File: src/hdl/mem_cfg_pkg.sv
package mem_cfg_pkg;

  // ################################################
  // Widths with a meaning of their own
  // ################################################

  typedef logic [15:0] addr_t;  // Word address
  typedef logic [31:0] data_t;  // Data word
  typedef logic [7:0]  tag_t;   // Command tag, returned with the response
  typedef logic [3:0]  col_t;   // Column index, up to 16 nodes

  // ################################################
  // Default sizes
  // ################################################

  // Node count, keep a power of two so the home column is the low address bits
  localparam int NUM_MEM_DEF = 4;

  localparam int SETS_DEF    = 8;  // Sets per node cache

endpackage
File: src/hdl/mem_noc_pkg.sv
package mem_noc_pkg;

  import mem_cfg_pkg::*;

  // Command flit, travels east on the command row
  typedef struct packed {
    tag_t  tag;
    logic  wr;    // 1 = write, 0 = read
    col_t  dest;  // Home column, filled in at the entry point
    addr_t addr;
    data_t data;
  } mem_cmd_s;

  // Response flit, travels west on the response row
  typedef struct packed {
    tag_t  tag;
    data_t data;  // Read data or echoed write data
  } mem_resp_s;

  // DMA request to the backing memory
  typedef struct packed {
    logic  wr;
    addr_t addr;
    data_t data;  // Only meaningful for writes
  } dma_pkt_s;

endpackage

File: src/hdl/mem_complex.sv
`timescale 1ns/1ns

module mem_complex
  import mem_cfg_pkg::*;
  import mem_noc_pkg::*;
  #(parameter int num_mem_p = NUM_MEM_DEF
  , parameter int sets_p    = SETS_DEF
  )
  (input  logic                      core_clk_i
  , input  logic                      rst_n_i
  , input  mem_cmd_s                  cmd_i    // dest is ignored here
  , input  logic                      cmd_v_i
  , output mem_resp_s                 resp_o
  , output logic                      resp_v_o
  , output dma_pkt_s [num_mem_p-1:0]  dma_pkt_o
  , output logic [num_mem_p-1:0]      dma_pkt_v_o
  , input  data_t [num_mem_p-1:0]     dma_data_i
  , input  logic [num_mem_p-1:0]      dma_data_v_i
  );

  // Element i feeds node i; the last command element is the open east end
  mem_cmd_s  cmd_w    [num_mem_p+1];
  logic      cmd_v_w  [num_mem_p+1];
  mem_resp_s resp_w   [num_mem_p+1];
  logic      resp_v_w [num_mem_p+1];
  mem_cmd_s  cmd_head;

  // Home column from the low address bits
  always_comb
  begin
    cmd_head      = cmd_i;
    cmd_head.dest = col_t'(cmd_i.addr % addr_t'(num_mem_p));
  end

  assign cmd_w[0]   = cmd_head;
  assign cmd_v_w[0] = cmd_v_i;

  assign resp_w[num_mem_p]   = '0;  // East end of the response row is idle
  assign resp_v_w[num_mem_p] = 1'b0;

  // ################################################
  // Row of nodes
  // ################################################

  for (genvar i = 0; i < num_mem_p; i++)
  begin : g_node
    mem_node #(.num_mem_p(num_mem_p), .sets_p(sets_p), .my_col_p(i)) i_node
    (.core_clk_i   (core_clk_i)
    , .rst_n_i      (rst_n_i)
    , .cmd_i        (cmd_w[i])
    , .cmd_v_i      (cmd_v_w[i])
    , .cmd_o        (cmd_w[i+1])
    , .cmd_v_o      (cmd_v_w[i+1])
    , .pass_i       (resp_w[i+1])
    , .pass_v_i     (resp_v_w[i+1])
    , .resp_o       (resp_w[i])
    , .resp_v_o     (resp_v_w[i])
    , .dma_pkt_o    (dma_pkt_o[i])
    , .dma_pkt_v_o  (dma_pkt_v_o[i])
    , .dma_data_i   (dma_data_i[i])
    , .dma_data_v_i (dma_data_v_i[i])
    );
  end

  assign resp_o   = resp_w[0];
  assign resp_v_o = resp_v_w[0];

endmodule

File: src/hdl/mem_node.sv
`timescale 1ns/1ns

module mem_node
  import mem_cfg_pkg::*;
  import mem_noc_pkg::*;
  #(parameter int num_mem_p = NUM_MEM_DEF
  , parameter int sets_p    = SETS_DEF
  , parameter int my_col_p  = 0
  )
  (input  logic      core_clk_i
  , input  logic      rst_n_i
  , input  mem_cmd_s  cmd_i
  , input  logic      cmd_v_i
  , output mem_cmd_s  cmd_o
  , output logic      cmd_v_o
  , input  mem_resp_s pass_i
  , input  logic      pass_v_i
  , output mem_resp_s resp_o
  , output logic      resp_v_o
  , output dma_pkt_s  dma_pkt_o
  , output logic      dma_pkt_v_o
  , input  data_t     dma_data_i
  , input  logic      dma_data_v_i
  );

  mem_cmd_s  local_cmd;
  logic      local_cmd_v;
  mem_resp_s local_resp;
  logic      local_resp_v;

  mem_cmd_hop #(.my_col_p(my_col_p)) i_cmd_hop
  (.core_clk_i  (core_clk_i)
  , .rst_n_i     (rst_n_i)
  , .cmd_i       (cmd_i)
  , .cmd_v_i     (cmd_v_i)
  , .cmd_o       (cmd_o)
  , .cmd_v_o     (cmd_v_o)
  , .local_cmd_o (local_cmd)
  , .local_v_o   (local_cmd_v)
  );

  mem_cache #(.num_mem_p(num_mem_p), .sets_p(sets_p)) i_cache
  (.core_clk_i   (core_clk_i)
  , .rst_n_i      (rst_n_i)
  , .cmd_i        (local_cmd)
  , .cmd_v_i      (local_cmd_v)
  , .resp_o       (local_resp)
  , .resp_v_o     (local_resp_v)
  , .dma_pkt_o    (dma_pkt_o)
  , .dma_pkt_v_o  (dma_pkt_v_o)
  , .dma_data_i   (dma_data_i)
  , .dma_data_v_i (dma_data_v_i)
  );

  mem_resp_hop i_resp_hop
  (.core_clk_i (core_clk_i)
  , .rst_n_i    (rst_n_i)
  , .pass_i     (pass_i)
  , .pass_v_i   (pass_v_i)
  , .local_i    (local_resp)
  , .local_v_i  (local_resp_v)
  , .resp_o     (resp_o)
  , .resp_v_o   (resp_v_o)
  );

endmodule

File: src/hdl/mem_cache.sv
`timescale 1ns/1ns

module mem_cache
  import mem_cfg_pkg::*;
  import mem_noc_pkg::*;
  #(parameter int num_mem_p = NUM_MEM_DEF
  , parameter int sets_p    = SETS_DEF
  )
  (input  logic      core_clk_i
  , input  logic      rst_n_i
  , input  mem_cmd_s  cmd_i
  , input  logic      cmd_v_i
  , output mem_resp_s resp_o
  , output logic      resp_v_o
  , output dma_pkt_s  dma_pkt_o
  , output logic      dma_pkt_v_o
  , input  data_t     dma_data_i
  , input  logic      dma_data_v_i
  );

  // Address split: | line tag | index | column |
  localparam int col_w_lp  = $clog2(num_mem_p);
  localparam int idx_w_lp  = $clog2(sets_p);
  localparam int ltag_w_lp = $bits(addr_t) - col_w_lp - idx_w_lp;

  typedef logic [idx_w_lp-1:0]  idx_t;
  typedef logic [ltag_w_lp-1:0] ltag_t;

  typedef enum logic [1:0] {
    e_idle,
    e_miss_wait,
    e_respond
  } state_e;

  state_e            state_r;
  logic [sets_p-1:0] val_r;
  ltag_t             ltag_r [sets_p];
  data_t             data_r [sets_p];

  mem_cmd_s          cmd_r;    // Command being served
  data_t             rdata_r;  // Response data
  logic              dma_v_r;

  idx_t              idx_in;
  ltag_t             ltag_in;
  idx_t              idx_pend;
  ltag_t             ltag_pend;
  logic              hit;
  logic              accept;
  logic              fill;

  assign idx_in    = cmd_i.addr[col_w_lp +: idx_w_lp];
  assign ltag_in   = cmd_i.addr[col_w_lp + idx_w_lp +: ltag_w_lp];
  assign idx_pend  = cmd_r.addr[col_w_lp +: idx_w_lp];
  assign ltag_pend = cmd_r.addr[col_w_lp + idx_w_lp +: ltag_w_lp];

  assign hit    = val_r[idx_in] && (ltag_r[idx_in] == ltag_in);
  assign accept = (state_r == e_idle) & cmd_v_i;
  assign fill   = (state_r == e_miss_wait) & dma_data_v_i;

  // ################################################
  // Controller
  // ################################################

  always_ff @(posedge core_clk_i)
  begin
    if (!rst_n_i)
    begin
      state_r <= e_idle;
      dma_v_r <= 1'b0;
      val_r   <= '0;
    end
    else
    begin
      dma_v_r <= 1'b0;
      case (state_r)
        e_idle:
          if (cmd_v_i)
          begin
            dma_v_r <= cmd_i.wr | ~hit;  // Write-through, or read miss
            state_r <= (cmd_i.wr | hit) ? e_respond : e_miss_wait;
          end
        e_miss_wait:
          if (dma_data_v_i)
          begin
            val_r[idx_pend] <= 1'b1;
            state_r         <= e_respond;
          end
        default:
          state_r <= e_idle;
      endcase
    end
  end

  // Line storage and response data
  always_ff @(posedge core_clk_i)
  begin
    if (accept)
    begin
      cmd_r   <= cmd_i;
      rdata_r <= cmd_i.wr ? cmd_i.data : data_r[idx_in];
      if (cmd_i.wr && hit)
        data_r[idx_in] <= cmd_i.data;  // No allocate on a write miss
    end
    if (fill)
    begin
      rdata_r          <= dma_data_i;
      data_r[idx_pend] <= dma_data_i;
      ltag_r[idx_pend] <= ltag_pend;
    end
  end

  assign resp_o      = '{tag: cmd_r.tag, data: rdata_r};
  assign resp_v_o    = (state_r == e_respond);
  assign dma_pkt_o   = '{wr: cmd_r.wr, addr: cmd_r.addr, data: cmd_r.data};
  assign dma_pkt_v_o = dma_v_r;

endmodule

File: src/hdl/mem_resp_hop.sv
`timescale 1ns/1ns

module mem_resp_hop
  import mem_noc_pkg::*;
  (input  logic      core_clk_i
  , input  logic      rst_n_i
  , input  mem_resp_s pass_i   // From the east neighbour
  , input  logic      pass_v_i
  , input  mem_resp_s local_i  // From the own cache
  , input  logic      local_v_i
  , output mem_resp_s resp_o   // Westward
  , output logic      resp_v_o
  );

  mem_resp_s [1:0] q_r;        // Local queue, entry 0 is the head
  logic [1:0]      cnt_r;
  logic [1:0]      cnt_after_pop;
  mem_resp_s       resp_r;
  logic            resp_v_r;
  logic            pop;
  logic            bypass;
  logic            push;

  // ################################################
  // Output arbitration, passing traffic first
  // ################################################

  assign pop    = ~pass_v_i & (cnt_r != 2'd0);
  assign bypass = ~pass_v_i & (cnt_r == 2'd0) & local_v_i;  // Empty queue, idle output
  assign push   = local_v_i & ~bypass;

  assign cnt_after_pop = cnt_r - {1'b0, pop};

  always_ff @(posedge core_clk_i)
  begin
    if (!rst_n_i)
    begin
      resp_v_r <= 1'b0;
      cnt_r    <= 2'd0;
    end
    else
    begin
      resp_v_r <= pass_v_i | pop | bypass;
      cnt_r    <= cnt_after_pop + {1'b0, push};
    end
  end

  always_ff @(posedge core_clk_i)
  begin
    if (pass_v_i)
      resp_r <= pass_i;
    else if (pop)
      resp_r <= q_r[0];
    else if (bypass)
      resp_r <= local_i;

    if (pop)
      q_r[0] <= q_r[1];
    if (push)
      q_r[cnt_after_pop[0]] <= local_i;  // Overrides the shift when it lands on the head
  end

  assign resp_o   = resp_r;
  assign resp_v_o = resp_v_r;

endmodule

File: src/hdl/mem_cmd_hop.sv
`timescale 1ns/1ns

module mem_cmd_hop
  import mem_cfg_pkg::*;
  import mem_noc_pkg::*;
  #(parameter int my_col_p = 0
  )
  (input  logic     core_clk_i
  , input  logic     rst_n_i
  , input  mem_cmd_s cmd_i
  , input  logic     cmd_v_i
  , output mem_cmd_s cmd_o        // East neighbour
  , output logic     cmd_v_o
  , output mem_cmd_s local_cmd_o  // Own cache
  , output logic     local_v_o
  );

  mem_cmd_s flit_r;
  logic     v_r;
  logic     mine;

  always_ff @(posedge core_clk_i)
  begin
    if (!rst_n_i)
      v_r <= 1'b0;
    else
      v_r <= cmd_v_i;
  end

  always_ff @(posedge core_clk_i)
  begin
    if (cmd_v_i)
      flit_r <= cmd_i;
  end

  // Steer the registered flit
  assign mine = (flit_r.dest == col_t'(my_col_p));

  assign local_cmd_o = flit_r;
  assign local_v_o   = v_r & mine;
  assign cmd_o       = flit_r;
  assign cmd_v_o     = v_r & ~mine;

endmodule

File: config.mk
export PLATFORM = sky130hd
export DESIGN_NAME = mem_complex
export DESIGN_NICKNAME = d
export VERILOG_FILES = /design/src/hdl/mem_cfg_pkg.sv /design/src/hdl/mem_noc_pkg.sv /design/src/hdl/mem_complex.sv /design/src/hdl/mem_node.sv /design/src/hdl/mem_cache.sv /design/src/hdl/mem_resp_hop.sv /design/src/hdl/mem_cmd_hop.sv
export SDC_FILE = /design/constraint.sdc
export NUM_CORES = 2
export LEC_CHECK = 0
export BUFFER_PORTS_ARGS = -buffer_cell sky130_fd_sc_hd__buf_2
export CAP_MARGIN = 30
export CORE_MARGIN = 2
export CORE_UTILIZATION = 31
export CTS_BUF_LIST = sky130_fd_sc_hd__clkbuf_8
export CTS_CLUSTER_SIZE = 25
export DETAILED_ROUTE_END_ITERATION = 8
export PLACE_DENSITY = 0.46
export SETUP_SLACK_MARGIN = 0.5
export SYNTH_ARGS = -nofsm -noshare
export SYNTH_HDL_FRONTEND = slang
export SYNTH_HIERARCHICAL = 1
export SYNTH_SLANG_ARGS = --single-unit
File: constraint.sdc
create_clock -name core_clk_i -period 13.2 [get_ports core_clk_i]
set_input_delay 0.66 -clock core_clk_i [delete_from_list [all_inputs] [get_ports core_clk_i]]
set_output_delay 0.66 -clock core_clk_i [all_outputs]
set_load 0.01 [all_outputs]
==> results.cfg <==
[run_status]
status = finished, final reports clean

[timing]
fin_crit_ns = 4.95
timing.fmax_ghz = 0.202
setup_tns_ns = 0
relSlewSlack_pct = 31.2
rsz0062_at_grt = no
finClkSkew_ns = 0.133
setup_viol = 0
fin_crit_sh_pct = 37.5
tightest_slew_ns = 1.02
timing.hold.ws_ns = 0.0981
drv_slew = 0
hold_viol = 0

[final_layout]
drive_gt1_share_pct = 28.2
nNetsFinal = 6390
layout_common_cells = 2296 x edfxtp_1, 635 x nand2_1, 451 x clkbuf_8
fill_cells = 30141
layout_commonest_cell = edfxtp_1
final_area_um2 = 115000
area_delta_synth_final_pct = 15.3

[clock_network]
clk_path_buf_depth = 4
h-tree-depth = 5
clkTransAtPathRegs_ns = 0.06
clk-insertion-delay-late_ns = 1.10
root_buffer = clkbuf_8
clock_sinks = 2516
cts_tree = yes
cts_inserted_buffers = 430

[drt]
ant_nets = 0
post_drt_wl_per_cell_um = 26.9
dr_wl_met2_um = 134000
first_iter_violations = 4402
top_layer = met5
drt_pre_antenna_iters = 5
vias = 51651
met3_length_um = 19400
drc = 0
vias_per_cell = 4.80
routed_wirelength_um = 289000
drt-met1-wl_um = 128000

[die]
core_area_um2 = 319000
initial_core_util_pct = 31.2
io_pins = 437
std_cell_rows = 207
fp.dieW_um = 570
die-area_um2 = 325000
die_y_um = 570

[setup_path]
critical_path_peak_fanout = 55
worst_setup_path_start_kind = register
required_ns = 13.87
crit_type = reg -> reg
worst-endpoint-arrival_ns = 5.62
end_kind = register

[grt]
antenna_found_initial = 60
grt_max_degree = 92
grt_pass1_vias = 52892
grt_pass1_wl_um = 402000
grt_overflow = 0
gr-usage-all-layers_pct = 17.3

[pwr]
p_per_area_nw_per_um2 = 140
max-vdd-ir-drop_mv = 0.0814
p_leak_nw = 41.5

[synthesis]
synth.avg_cell_area_um2 = 17.9
syn_inst = 5547
yosys_warnings = 6
syn-cell-area_um2 = 99400

[placed_design]
place_area_um2 = 105000
dpl.hpwl_um = 183000
portBuffers = 432
routabilityCongestion = 0.760

[worst_hold_path]
hp-class = in -> reg

[flow_run]
maxCapViolCount = 0
## critical path, stage by stage (launching register included)
cell,delay [ns]
edfxtp_1,0.32
buf_4,0.70
buf_4,0.66
mux2i_1,0.14
mux4_2,0.49
xor2_1,0.25
nand4_1,0.20
or4_4,0.61
a21oi_4,0.59
buf_4,0.48
## layout make-up
| class | count | area [um^2] | area share [%] |
|---|---|---|---|
| diodes | 17 | 42.5 | 0.0371 |
| clock buffers | 451 | 6210 | 5.42 |
| clock inverters | 346 | 1940 | 1.69 |
| inverters | 26 | 97.6 | 0.0852 |
| multi-input cells | 2553 | 23400 | 20.4 |
| flip-flops and latches | 2516 | 73400 | 64.0 |
| well taps | 4180 | 5230 | 4.56 |
| repair buffers | 663 | 4330 | 3.78 |
## what timing repair did
action                    in CTS  in global routing
hold buffers                  92                  0
setup buffers                  0                  0
hold endpoints to repair     204                  0
gates resized for setup        0                  0
## path summary, 6_finish.rpt
check | depth (start not counted) | end | startpoint | slack, ns
worst min-delay path | 3 | g_node[0].i_node/i_cache/data_r[4][15]$_DFFE_PP_ | dma_data_i[15] | 0.1
worst min register to register | 0 | g_node[3].i_node/i_cache/resp_o[36]$_DFFE_PP_ | g_node[3].i_node/i_cmd_hop/cmd_o[57]$_DFFE_PP_ | 0.41
worst max register to register | 9 | g_node[2].i_node/i_cache/data_r[3][7]$_DFFE_PP_ | g_node[2].i_node/i_cmd_hop/cmd_o[35]$_DFFE_PP_ | 8.25
worst max-delay path | 9 | g_node[2].i_node/i_cache/data_r[3][7]$_DFFE_PP_ | g_node[2].i_node/i_cmd_hop/cmd_o[35]$_DFFE_PP_ | 8.25
## metal layers
metal	track usage, %	up-vias
met2	27.5	1656
met5	0	-
li1	-	22585
met1	23.7	26957
met4	4.56	30
met3	4.02	423
## per-stage QoR
stage	total power [mW]	cells	setup WS, ns	utilization [%]
2_1_floorplan	9.25	5594	3.24	-
3_5_place_dp	9.48	9844	8.16	33.1
3_3_place_gp	9.47	9828	8.19	33.0
6_report	16.0	10752	8.25	36.0
5_1_grt	16.6	10742	8.05	36.0
4_1_cts	16.3	10733	8.11	36.0
## report_power, final
group | total [mW] | switching [mW] | internal [mW]
combinational | 0.503 | 0.309 | 0.194
sequential | 8.83 | 0.0989 | 8.73
clock | 6.70 | 3.25 | 3.45
## flip-flops by register name, summed over array words and instances (netlist names)
signal,flops
g_node.i_node/i_cache/data_r,1024
g_node.i_node/i_cache/dma_pkt_o,196
g_node.i_node/i_cache/dma_pkt_v_o,4
g_node.i_node/i_cache/ltag_r,352
g_node.i_node/i_cache/rdata_r,128
g_node.i_node/i_cache/resp_o,32
g_node.i_node/i_cache/state_r,8
g_node.i_node/i_cache/val_r,32
g_node.i_node/i_cmd_hop/cmd_o,244
g_node.i_node/i_cmd_hop/v_r,4
g_node.i_node/i_resp_hop/cnt_r,8
g_node.i_node/i_resp_hop/q_r,320
g_node.i_node/i_resp_hop/resp_o,160
g_node.i_node/i_resp_hop/resp_v_o,4
(Power assumes the default switching activity.)
